--- config.mk ---
export PLATFORM = sky130hd
export DESIGN_NAME = decoderWithCc
export DESIGN_NICKNAME = d
export VERILOG_FILES = /design/src/design/cpuDecodePkg.sv /design/src/design/decodeReqIf.sv /design/src/design/baseOpDecoder.sv /design/src/design/extOpDecoder.sv /design/src/design/strobeFlagUnit.sv /design/src/design/decoderWithCc.sv
export VERILOG_INCLUDE_DIRS = /design/src /design/src/design
export SDC_FILE = /design/constraint.sdc
export NUM_CORES = 1
export LEC_CHECK = 0
export BUFFER_PORTS_ARGS = -buffer_cell sky130_fd_sc_hd__buf_4
export CORE_UTILIZATION = 30
export CTS_CLUSTER_SIZE = 12
export DETAILED_ROUTE_END_ITERATION = 8
export HOLD_SLACK_MARGIN = 0.05
export PLACE_DENSITY = 0.61
export SETUP_SLACK_MARGIN = 0.2
export SLEW_MARGIN = 40
export SYNTH_ARGS = -nofsm -noshare
export SYNTH_HDL_FRONTEND = slang
export SYNTH_SLANG_ARGS = --single-unit
--- constraint.sdc ---
create_clock -name clk -period 3 [get_ports clk]
set_clock_uncertainty 0.05 [all_clocks]
set_input_delay 0.45 -clock clk [delete_from_list [all_inputs] [get_ports clk]]
set_output_delay 0.45 -clock clk [all_outputs]
set_load 0.02 [all_outputs]
--- src/design/cpuDecode_macros.svh ---
`ifndef CPU_DECODE_MACROS_SVH
`define CPU_DECODE_MACROS_SVH

// ==============================
// Datapath widths
// ==============================

// Opcode, operand, accumulator and bank-select nibbles
`define NIBBLE_W 4

// Machine-cycle counter A1..X3
`define CYCLE_W 3

// ==============================
// Execute phases of the machine cycle
// ==============================

`define CYCLE_X1 3'd5  // Temp register load
`define CYCLE_X2 3'd6  // RAM read slot
`define CYCLE_X3 3'd7  // Write-back and flag update

`endif

--- src/design/cpuDecodePkg.sv ---
`include "cpuDecode_macros.svh"

package cpuDecodePkg;

    // ==============================
    // Main opcodes, upper ROM nibble
    // ==============================
    typedef enum logic [`NIBBLE_W-1:0] {
        NOP     = 4'h0,
        JCN     = 4'h1,
        FIM_SRC = 4'h2,  // FIM on even opa, SRC on odd
        FIN_JIN = 4'h3,  // FIN on even opa, JIN on odd
        JUN     = 4'h4,
        JMS     = 4'h5,
        INC     = 4'h6,
        ISZ     = 4'h7,
        ADD     = 4'h8,  // ACC + reg + carry
        SUB     = 4'h9,  // ACC - reg - borrow
        LD      = 4'hA,
        XCH     = 4'hB,
        BBL     = 4'hC,
        LDM     = 4'hD,
        E_      = 4'hE,  // RAM and I/O group
        F_      = 4'hF   // Accumulator group
    } oprE;

    // E group subcodes, taken from opa
    typedef enum logic [`NIBBLE_W-1:0] {
        WRM = 4'h0, WMP = 4'h1, WRR = 4'h2, WPM = 4'h3,
        WR0 = 4'h4, WR1 = 4'h5, WR2 = 4'h6, WR3 = 4'h7,
        SBM = 4'h8, RDM = 4'h9, RDR = 4'hA, ADM = 4'hB,
        RD0 = 4'hC, RD1 = 4'hD, RD2 = 4'hE, RD3 = 4'hF
    } ioSubE;

    // F group subcodes, 0xE and 0xF unused
    typedef enum logic [`NIBBLE_W-1:0] {
        CLB = 4'h0, CLC = 4'h1, IAC = 4'h2, CMC = 4'h3,
        CMA = 4'h4, RAL = 4'h5, RAR = 4'h6, TCC = 4'h7,
        DAC = 4'h8, TCS = 4'h9, STC = 4'hA, DAA = 4'hB,
        KBP = 4'hC, DCL = 4'hD
    } accSubE;

    // ==============================
    // ALU operand source and flag actions
    // ==============================
    typedef enum logic [1:0] {
        SRC_REG  = 2'd0,
        SRC_IMM  = 2'd1,
        SRC_RAM  = 2'd2,
        SRC_NONE = 2'd3   // Idle value of aluSel
    } aluSrcE;

    typedef enum logic [2:0] {
        CARRY_KEEP   = 3'd0,
        CARRY_ALU    = 3'd1,
        CARRY_CLEAR  = 3'd2,
        CARRY_SET    = 3'd3,
        CARRY_INVERT = 3'd4
    } carryUpdE;

    typedef enum logic {
        ZERO_KEEP = 1'b0,
        ZERO_ALU  = 1'b1
    } zeroUpdE;

endpackage

--- src/design/decodeReqIf.sv ---
`timescale 1ns/1ps
`include "cpuDecode_macros.svh"

interface decodeReqIf;
    import cpuDecodePkg::*;

    logic                 aluEnable;
    oprE                  aluOp;
    logic [`NIBBLE_W-1:0] aluSubOp;
    aluSrcE               aluSrc;
    logic                 aluSrcAtX3;   // Source valid at X3 only
    logic                 aluAtX2Only;  // RAM-read class, ALU at X2 with ramRe
    logic                 accWe;
    logic                 regWe;
    logic                 regFromTemp;
    logic                 ramWe;
    logic                 ioWe;
    logic                 ioRe;
    logic                 bankSelWe;
    carryUpdE             carryUpd;
    zeroUpdE              zeroUpd;

    modport producer (
        output aluEnable, aluOp, aluSubOp, aluSrc, aluSrcAtX3, aluAtX2Only,
        output accWe, regWe, regFromTemp, ramWe, ioWe, ioRe, bankSelWe,
        output carryUpd, zeroUpd
    );

    modport consumer (
        input aluEnable, aluOp, aluSubOp, aluSrc, aluSrcAtX3, aluAtX2Only,
        input accWe, regWe, regFromTemp, ramWe, ioWe, ioRe, bankSelWe,
        input carryUpd, zeroUpd
    );

endinterface

--- src/design/baseOpDecoder.sv ---
`timescale 1ns/1ps

module baseOpDecoder (
    input  cpuDecodePkg::oprE opr,
    decodeReqIf.producer      req
);
    import cpuDecodePkg::*;

    always_comb begin
        // Idle request
        req.aluEnable   = 1'b0;
        req.aluOp       = NOP;
        req.aluSubOp    = '0;
        req.aluSrc      = SRC_NONE;
        req.aluSrcAtX3  = 1'b0;
        req.aluAtX2Only = 1'b0;   // RAM reads live in the E group
        req.accWe       = 1'b0;
        req.regWe       = 1'b0;
        req.regFromTemp = 1'b0;
        req.ramWe       = 1'b0;
        req.ioWe        = 1'b0;
        req.ioRe        = 1'b0;
        req.bankSelWe   = 1'b0;
        req.carryUpd    = CARRY_KEEP;
        req.zeroUpd     = ZERO_KEEP;

        case (opr)
            INC: begin
                req.aluEnable  = 1'b1;
                req.aluOp      = opr;
                req.aluSrc     = SRC_REG;
                req.aluSrcAtX3 = 1'b1;
                req.regWe      = 1'b1;   // Result back to the register
                req.carryUpd   = CARRY_ALU;
                req.zeroUpd    = ZERO_ALU;
            end

            ADD, SUB: begin
                req.aluEnable  = 1'b1;
                req.aluOp      = opr;
                req.aluSrc     = SRC_REG;
                req.aluSrcAtX3 = 1'b1;
                req.accWe      = 1'b1;
                req.carryUpd   = CARRY_ALU;
                req.zeroUpd    = ZERO_ALU;
            end

            LD: begin
                req.aluEnable  = 1'b1;
                req.aluOp      = opr;
                req.aluSrc     = SRC_REG;
                req.aluSrcAtX3 = 1'b1;
                req.accWe      = 1'b1;
                req.zeroUpd    = ZERO_ALU;   // Carry untouched
            end

            // Register goes to ACC, old ACC comes back via temp
            XCH: begin
                req.aluSrc      = SRC_REG;
                req.aluSrcAtX3  = 1'b1;
                req.accWe       = 1'b1;
                req.regWe       = 1'b1;
                req.regFromTemp = 1'b1;
            end

            BBL, LDM: begin
                req.aluEnable = 1'b1;
                req.aluOp     = opr;
                req.aluSrc    = SRC_IMM;   // Immediate in every cycle
                req.accWe     = 1'b1;
                if (opr == LDM) begin
                    req.zeroUpd = ZERO_ALU;
                end
            end

            default: ;   // Jumps, FIM/SRC, FIN/JIN, ISZ and E/F groups
        endcase
    end

endmodule

--- src/design/extOpDecoder.sv ---
`timescale 1ns/1ps
`include "cpuDecode_macros.svh"

module extOpDecoder (
    input  cpuDecodePkg::oprE    opr,
    input  logic [`NIBBLE_W-1:0] opa,
    decodeReqIf.producer         req
);
    import cpuDecodePkg::*;

    ioSubE  ioSub;
    accSubE accSub;

    assign ioSub  = ioSubE'(opa);
    assign accSub = accSubE'(opa);

    always_comb begin
        // Idle request
        req.aluEnable   = 1'b0;
        req.aluOp       = NOP;
        req.aluSubOp    = '0;
        req.aluSrc      = SRC_NONE;
        req.aluSrcAtX3  = 1'b0;   // Register-class sources are decoded elsewhere
        req.aluAtX2Only = 1'b0;
        req.accWe       = 1'b0;
        req.regWe       = 1'b0;
        req.regFromTemp = 1'b0;
        req.ramWe       = 1'b0;
        req.ioWe        = 1'b0;
        req.ioRe        = 1'b0;
        req.bankSelWe   = 1'b0;
        req.carryUpd    = CARRY_KEEP;
        req.zeroUpd     = ZERO_KEEP;

        // ==============================
        // RAM and I/O group
        // ==============================
        if (opr == E_) begin
            case (ioSub)
                WRM, WR0, WR1, WR2, WR3: req.ramWe = 1'b1;   // Main or status char
                WMP, WRR:                req.ioWe  = 1'b1;   // RAM port or ROM port
                RDR: begin
                    req.ioRe  = 1'b1;
                    req.accWe = 1'b1;
                end
                SBM, RDM, ADM, RD0, RD1, RD2, RD3: begin
                    req.aluAtX2Only = 1'b1;   // RAM data is on the bus at X2
                    req.aluEnable   = 1'b1;
                    req.aluSrc      = SRC_RAM;
                    req.accWe       = 1'b1;
                    if (ioSub == SBM) begin
                        req.aluOp = SUB;
                    end else if (ioSub == ADM) begin
                        req.aluOp = ADD;
                    end else begin
                        req.aluOp = LD;
                    end
                    if (ioSub == SBM || ioSub == ADM) begin
                        req.carryUpd = CARRY_ALU;
                        req.zeroUpd  = ZERO_ALU;
                    end
                end
                default: ;   // WPM not supported
            endcase
        end

        // ==============================
        // Accumulator group
        // ==============================
        if (opr == F_) begin
            req.aluEnable = 1'b1;
            req.aluOp     = F_;
            req.aluSubOp  = opa;   // ALU picks the operation from the subcode
            case (accSub)
                CLB, TCC, TCS: begin
                    req.accWe    = 1'b1;
                    req.carryUpd = CARRY_CLEAR;
                end
                CLC:           req.carryUpd = CARRY_CLEAR;
                CMC:           req.carryUpd = CARRY_INVERT;
                STC:           req.carryUpd = CARRY_SET;
                CMA, KBP:      req.accWe    = 1'b1;
                RAL, RAR, DAA: begin
                    req.accWe    = 1'b1;
                    req.carryUpd = CARRY_ALU;   // Rotate-out or BCD carry
                end
                IAC, DAC: begin
                    req.accWe    = 1'b1;
                    req.carryUpd = CARRY_ALU;
                    req.zeroUpd  = ZERO_ALU;
                end
                DCL:           req.bankSelWe = 1'b1;
                default: ;
            endcase
        end
    end

endmodule

--- src/design/strobeFlagUnit.sv ---
`timescale 1ns/1ps
`include "cpuDecode_macros.svh"

module strobeFlagUnit (
    input  logic                 clk,
    input  logic                 rstN,
    input  logic [`CYCLE_W-1:0]  cycle,
    input  logic [`NIBBLE_W-1:0] opa,
    input  logic                 carryFromAlu,
    input  logic                 zeroFromAlu,
    input  logic                 testFlag,
    input  logic [`NIBBLE_W-1:0] accIn,
    decodeReqIf.consumer         baseReq,
    decodeReqIf.consumer         extReq,
    output logic                 aluEnable,
    output cpuDecodePkg::oprE    aluOp,
    output logic [`NIBBLE_W-1:0] aluSubOp,
    output cpuDecodePkg::aluSrcE aluSel,
    output logic                 accWe,
    output logic                 tempWe,
    output logic                 regWe,
    output logic                 regSrcSel,
    output logic                 ramWe,
    output logic                 ramRe,
    output logic                 ioWe,
    output logic                 ioRe,
    output logic                 bankSelWe,
    output logic [`NIBBLE_W-1:0] bankSelData,
    output logic                 carryFlag,
    output logic                 zeroFlag,
    output logic                 ccOut
);
    import cpuDecodePkg::*;

    logic                 isX1;
    logic                 isX2;
    logic                 isX3;
    logic                 aluReq;
    logic                 aluLive;    // ALU request valid in this phase
    oprE                  aluOpReq;
    logic [`NIBBLE_W-1:0] aluSubOpReq;
    aluSrcE               aluSrcReq;
    logic                 srcAtX3Req;
    logic                 x2OnlyReq;
    carryUpdE             carryUpdReq;
    zeroUpdE              zeroUpdReq;
    aluSrcE               aluSelNext;
    logic                 carryNext;
    logic                 zeroNext;

    assign isX1 = (cycle == `CYCLE_X1);
    assign isX2 = (cycle == `CYCLE_X2);
    assign isX3 = (cycle == `CYCLE_X3);

    // ==============================
    // Request merge
    // ==============================
    assign aluReq      = baseReq.aluEnable | extReq.aluEnable;
    assign x2OnlyReq   = baseReq.aluAtX2Only | extReq.aluAtX2Only;
    assign srcAtX3Req  = baseReq.aluSrcAtX3 | extReq.aluSrcAtX3;
    assign aluOpReq    = baseReq.aluEnable ? baseReq.aluOp    : extReq.aluOp;
    assign aluSubOpReq = baseReq.aluEnable ? baseReq.aluSubOp : extReq.aluSubOp;
    assign aluSrcReq   = (baseReq.aluSrc != SRC_NONE) ? baseReq.aluSrc : extReq.aluSrc;
    assign carryUpdReq = (baseReq.carryUpd != CARRY_KEEP) ? baseReq.carryUpd
                                                          : extReq.carryUpd;
    assign zeroUpdReq  = (baseReq.zeroUpd != ZERO_KEEP) ? baseReq.zeroUpd : extReq.zeroUpd;

    assign aluLive = aluReq && (!x2OnlyReq || isX2);

    always_comb begin
        aluSelNext = SRC_NONE;
        if ((!x2OnlyReq || isX2) && (!srcAtX3Req || isX3)) begin
            aluSelNext = aluSrcReq;
        end
    end

    // Flag actions take effect only at X3
    always_comb begin
        carryNext = carryFlag;
        zeroNext  = zeroFlag;
        if (isX3) begin
            case (carryUpdReq)
                CARRY_ALU:    carryNext = carryFromAlu;
                CARRY_CLEAR:  carryNext = 1'b0;
                CARRY_SET:    carryNext = 1'b1;
                CARRY_INVERT: carryNext = ~carryFlag;
                default: ;
            endcase
            if (zeroUpdReq == ZERO_ALU) begin
                zeroNext = zeroFromAlu;
            end
        end
    end

    // ==============================
    // Strobe and flag registers
    // ==============================
    always_ff @(posedge clk or negedge rstN) begin
        if (!rstN) begin
            aluEnable   <= 1'b0;
            aluOp       <= NOP;
            aluSubOp    <= '0;
            aluSel      <= SRC_REG;
            accWe       <= 1'b0;
            tempWe      <= 1'b0;
            regWe       <= 1'b0;
            regSrcSel   <= 1'b0;
            ramWe       <= 1'b0;
            ramRe       <= 1'b0;
            ioWe        <= 1'b0;
            ioRe        <= 1'b0;
            bankSelWe   <= 1'b0;
            bankSelData <= '0;
            carryFlag   <= 1'b0;
            zeroFlag    <= 1'b0;
        end else begin
            aluEnable   <= aluLive;
            aluOp       <= aluLive ? aluOpReq : NOP;
            aluSubOp    <= aluLive ? aluSubOpReq : '0;
            aluSel      <= aluSelNext;
            tempWe      <= isX1;                          // Temp <- ACC for every opcode
            ramRe       <= isX2 && x2OnlyReq;
            accWe       <= isX3 && (baseReq.accWe | extReq.accWe);
            regWe       <= isX3 && (baseReq.regWe | extReq.regWe);
            regSrcSel   <= isX3 && (baseReq.regFromTemp | extReq.regFromTemp);
            ramWe       <= isX3 && (baseReq.ramWe | extReq.ramWe);
            ioWe        <= isX3 && (baseReq.ioWe | extReq.ioWe);
            ioRe        <= isX3 && (baseReq.ioRe | extReq.ioRe);
            bankSelWe   <= isX3 && (baseReq.bankSelWe | extReq.bankSelWe);
            bankSelData <= (isX3 && (baseReq.bankSelWe | extReq.bankSelWe)) ? accIn : '0;
            carryFlag   <= carryNext;
            zeroFlag    <= zeroNext;
        end
    end

    // Jump condition, opa[3] inverts
    assign ccOut = ((~testFlag & opa[0]) | (carryFlag & opa[1]) | (zeroFlag & opa[2]))
                   ^ opa[3];

endmodule

--- src/design/decoderWithCc.sv ---
`timescale 1ns/1ps
`include "cpuDecode_macros.svh"

module decoderWithCc (
    input  logic                 clk,
    input  logic                 rstN,
    input  logic [`NIBBLE_W-1:0] opr,           // Upper ROM nibble
    input  logic [`NIBBLE_W-1:0] opa,           // Lower ROM nibble
    input  logic [`CYCLE_W-1:0]  cycle,         // A1..X3 as 0..7
    input  logic                 carryFromAlu,
    input  logic                 zeroFromAlu,
    input  logic                 testFlag,      // TEST pin
    input  logic [`NIBBLE_W-1:0] accIn,
    output logic                 aluEnable,
    output logic [`NIBBLE_W-1:0] aluOp,
    output logic [`NIBBLE_W-1:0] aluSubOp,
    output logic [1:0]           aluSel,        // 0 reg, 1 imm, 2 RAM, 3 none
    output logic                 accWe,
    output logic                 tempWe,
    output logic                 regWe,
    output logic                 regSrcSel,
    output logic                 ramWe,
    output logic                 ramRe,
    output logic                 ioWe,
    output logic                 ioRe,
    output logic                 bankSelWe,
    output logic [`NIBBLE_W-1:0] bankSelData,
    output logic                 carryFlag,
    output logic                 zeroFlag,
    output logic                 ccOut
);
    import cpuDecodePkg::*;

    oprE oprCode;

    assign oprCode = oprE'(opr);

    decodeReqIf baseReq ();
    decodeReqIf extReq ();

    // Opcodes 0x0..0xD
    baseOpDecoder baseDec (
        .opr (oprCode),
        .req (baseReq)
    );

    // E and F groups
    extOpDecoder extDec (
        .opr (oprCode),
        .opa (opa),
        .req (extReq)
    );

    strobeFlagUnit strobeUnit (
        .clk          (clk),
        .rstN         (rstN),
        .cycle        (cycle),
        .opa          (opa),
        .carryFromAlu (carryFromAlu),
        .zeroFromAlu  (zeroFromAlu),
        .testFlag     (testFlag),
        .accIn        (accIn),
        .baseReq      (baseReq),
        .extReq       (extReq),
        .aluEnable    (aluEnable),
        .aluOp        (aluOp),
        .aluSubOp     (aluSubOp),
        .aluSel       (aluSel),
        .accWe        (accWe),
        .tempWe       (tempWe),
        .regWe        (regWe),
        .regSrcSel    (regSrcSel),
        .ramWe        (ramWe),
        .ramRe        (ramRe),
        .ioWe         (ioWe),
        .ioRe         (ioRe),
        .bankSelWe    (bankSelWe),
        .bankSelData  (bankSelData),
        .carryFlag    (carryFlag),
        .zeroFlag     (zeroFlag),
        .ccOut        (ccOut)
    );

endmodule

# Word-level counts from Yosys, hierarchy flattened
# Index checks and enable logic that the tools add are counted.
op_classes:
  n_eq_ne: 32
  mux: 53
  bitwise: 10
  n_reduce_logical: 35
op_table:
  columns: ["cell", "n"]
  rows:
  - ["== test 4 bit, second input constant", 16]
  - ["two-way mux 4 bit", 11]
  - ["two-way mux 1 bit", 30]
  - ["== test 4 x 3 -> 1 bit, second input constant", 5]
  - ["OR reduction 5 bit", 3]
  - ["== test 3 bit, second input constant", 4]
  - ["two-way mux 3 bit", 4]
  - ["case mux 3 bit (4 select lines)", 1]
  - ["OR reduction 6 bit", 2]
  - ["logical AND 1 bit", 10]
  - ["OR reduction 10 bit", 1]
  - ["== test 4 x 2 -> 1 bit, second input constant", 2]
  - ["two-way mux 2 bit", 4]
  - ["OR reduction 2 bit", 4]
  - ["OR reduction 4 bit", 2]
  - ["OR reduction 8 bit", 1]
  - ["OR reduction 7 bit", 1]
  - ["== test 3 x 2 -> 1 bit, second input constant", 2]
  - ["== test 4 x 1 -> 1 bit, second input constant", 1]
  - ["logical NOT 4 bit", 1]
  - ["OR 1 bit", 4]
  - ["case mux 1 bit (4 select lines)", 1]
  - ["case mux 2 bit (2 select lines)", 1]
  - ["AND reduction 2 bit", 2]
  - ["11 further kinds", 17]
word_totals:
  ff_bits: 26
  in_bits: 20
  out_inout_bits: 27
  word_cells: 146

# Logic depth before layout (Yosys ltp)
logic_depth:
  depth_word: 11
  mapped_depth: 6
  depth_no_buf: 5

# Hierarchy
# A second synthesis with hierarchy kept.
hier_totals:
  hier_cells: 207
  hier_area_um2: 1761.7
by_module_without_submodules:
  columns: ["module", "n_inst", "cells_per_inst", "area_each_um2", "seq_area_each_um2"]
  rows:
  - ["strobeFlagUnit", 1, 102, 1079.8, 650.6]
  - ["extOpDecoder", 1, 65, 399.1, 0.0]
  - ["baseOpDecoder", 1, 40, 282.8, 0.0]

# Least setup slack after synthesis
# OpenSTA, ideal clock, no wires.
synth_path:
  path_kind: "input port to output port"
  start: "input opa[2]"
  end: "output ccOut"
  t_arrival_ps: 1218
  t_required_ps: 2500
  path_slack_ps: 1282
  stages: 3
  n_path_buf: 1
  path_cell_list: "buf_2 > a222oi_1 > xnor2_1"
synth_via:
  elab_chain_len: 3
synth_lines:
  columns: ["item", "line", "source"]
  rows:
  - ["start, declared", "decoderWithCc.sv:8", "input logic [`NIBBLE_W-1:0] opa,"]
  - ["AND 1 bit", "strobeFlagUnit.sv:137", "assign ccOut = ((~testFlag & opa[0]) | (carryFlag & opa[1]) | (zeroFlag & opa[2]))"]
  - ["OR 1 bit", "strobeFlagUnit.sv:137", null]
  - ["bitwise XOR 1 bit", "strobeFlagUnit.sv:138", "^ opa[3];"]
  - ["end, declared", "decoderWithCc.sv:30", "output logic ccOut"]
# No other way between the ends.

# Final worst setup path
layout_path:
  start: "register strobeUnit.carryFlag"
  end: "output ccOut"
layout_via:
  elab_chain_len: 4
layout_lines:
  columns: ["item", "line", "source"]
  rows:
  - ["start, declared", "strobeFlagUnit.sv:29", "output logic carryFlag,"]
  - ["start signal, assigned", "strobeFlagUnit.sv:131", "carryFlag <= carryNext;"]
  - ["AND 1 bit", "strobeFlagUnit.sv:137", null]
  - ["OR 1 bit (2 in series)", "strobeFlagUnit.sv:137", null]
  - ["bitwise XOR 1 bit", "strobeFlagUnit.sv:138", null]
# No other way between the ends.

==> reports/metrics.cfg <==
[final_layout]
layout.nets = 206
area_growth_syn_to_layout_pct = 32.4
drive_above_1_share_pct = 29.7
diodes = 0
final_common_cell = buf_4
final_cell_mix = buf_4, dfrtp_1, nand2_1, nor2_1

[cts]
clock_latency_ns = 0.27
cts_tree = built
htree_num_levels = 1
cts_setup_buffers = 0
cts-root-buf = clkbuf_8
cts_buffer_depth = 2
numCtsBuffers = 3
clk_pin_slew_ns = 0.09
hold_buffers = 1
clock-sinks = 26
cts_resized = 0

[grt]
grt_pass1_vias = 1098
antenna_found_initial = 0
overflow = 0
grt_pass1_wl_mm = 5.38
grt_max_degree = 27
grt.met1_usage_pct = 20.3
use_met2_pct = 20.7
grt_use_total_pct = 14.1
top_usage_layer = met2
met3_usage_pct = 2.33

[critical_path]
startpoint_type = flop
reg2reg_from = strobeUnit.carryFlag$_DFFE_PN0P_
cp.arrival_ns = 1.44
crit_path_end_kind = output pin
critPathRequiredTime_ns = 2.50
startpoint = strobeUnit.carryFlag$_DFFE_PN0P_
crit_type = flop to output pin
critPathMaxFanout = 5
reg2regPathDepth = 4

[detailed_routing]
ant_nets = 0
initialDrtViolationCount = 51
drtPass1Iterations = 4
wl_mm = 3.24
drc_errors = 0
via_per_inst = 5.21
vias = 1235
wl_per_cell_um = 13.7

[power_and_ir_drop]
p_per_area_mw_per_mm2 = 452
p_leak_uw = 0.000850
ir_drop_v = 0.000183

[logic_synthesis]
synth_enable_flop_cells = 0
ys_seq_elements = 26
synthesis.nets = 163
synth.yosys.seq_area_share_pct = 47.5
netlist_area_sq_mm = 0.00137
yosys.area.top_type_share_pct = 47.5
synthTopCellsByArea = dfrtp_1, nand2_1, nor2_1
synth_cell_types = 48
async_reset_ff_share_pct = 100
synth_cells = 143
ys.flop_type = dfrtp_1
synth_area_leader_cell = dfrtp_1
syn_avg_cell_area_sq_um = 9.58
ys_warn_count = 0

[sta]
slew_viol_final = 0
period_needed_ns = 1.94
grt_setup_unrepaired = no
final.setup.tns_ns = 0
fmax_mhz = 515
slew-limit-headroom_pct = 66.5
setup_viol = 0
finalHoldViolCount = 0
period_share_pct = 64.7
worst_hold_slack_ns = 0.292
tightest_slew_ns = 0.501

[die]
die_area_sq_mm = 0.00484
io_pins = 47
die_w_um = 69.6
core_sq_mm = 0.00438
fp-row-count = 24
initial_core_util_pct = 31.2
die_h_um = 69.6

[place]
io_buffer_count = 46
hpwl_mm = 2.35
routabilityCongestion = 0.852

[hold_path]
hold_depth = 2
hold_path.class = input pin to flop
min_from = cycle[1]

[run_status]
status = complete, no violations

[run]
max_cap_viol_count = 0

path summary, 6_finish.rpt:
check | endpoint | slack [ns]
max | ccOut | 1.06
max in group asynchronous | strobeUnit.regWe$_DFF_PN0_ | 2.10
min reg2reg | strobeUnit.zeroFlag$_DFFE_PN0P_ | 0.51
min in group asynchronous | strobeUnit.ioRe$_DFF_PN0_ | 0.55
min | strobeUnit.tempWe$_DFF_PN0_ | 0.29
max reg2reg | strobeUnit.carryFlag$_DFFE_PN0P_ | 1.51
registers in the layout, summed over array words and instances, names as in the netlist, 2 cells and up:
name and cells:
strobeUnit.aluOp 4, strobeUnit.aluSubOp 4, strobeUnit.bankSelData 4, strobeUnit.aluSel 2
cell usage after synthesis, types with 2 or more instances:
| cell type | count |
|---|---|
| nand2_1 | 12 |
| buf_2 | 5 |
| a21boi_0 | 3 |
| nor2b_1 | 3 |
| o21ai_0 | 5 |
| and2_1 | 7 |
| inv_1 | 6 |
| a21oi_1 | 7 |
| xnor2_1 | 3 |
| nand3b_1 | 2 |
| o22ai_1 | 3 |
| nand2b_1 | 2 |
| a32oi_1 | 2 |
| nor2_1 | 12 |
| dfrtp_1 | 26 |
| and3_1 | 2 |
| or2_2 | 2 |
| clkbuf_1 | 3 |
| nor3_1 | 4 |
| nand3_1 | 6 |
stage by stage:
step           total power [uW]  cell area (sq um)  util [%]  setup slack, ns  cells
5_1_grt                     859               1810      41.4             1.01    237
3_5_place_dp                538               1730      39.5            0.990    232
3_3_place_gp                538               1730      39.5             1.01    232
6_report                    820               1810      41.4             1.06    237
2_1_floorplan               468               1370         -             1.28    143
4_1_cts                     826               1810      41.4             1.05    237
cell families after synthesis:
group,synth area share [%]
muxes,1.55
buffers and inverters,5.11
AOI/OAI and AO/OA,19.5
DFF,47.5
and+or+nand+nor,23.8
xor gates and xnor gates,2.56
power breakdown:
part	internal (uW)	total [uW]	switching, uW
sequential	363	370	7.32
clock	179	288	110
combinational	68.4	161	92.7
critical path, cell delays in order (launching register included):
cell	delay, ns
dfrtp_1	0.44
a222oi_1	0.39
xnor2_1	0.17
buf_4	0.17
metal layers:
layer	wire length (um)	share of wire [%]
met4	61	1.9
met3	191	5.9
met2	1480	46
met5	0	0
met1	1510	47
layout make-up:
class / count / area, sq um
Sequential cell: 26 / 651
Fill cell: 439 / 2570
Timing Repair Buffer: 47 / 355
Tap cell: 52 / 65.1
Multi-Input combinational cell: 102 / 649
Clock buffer: 3 / 41.3
Clock inverter: 1 / 30.0
Inverter: 6 / 22.5
Note: power is estimated with default switching activity, not from simulation.
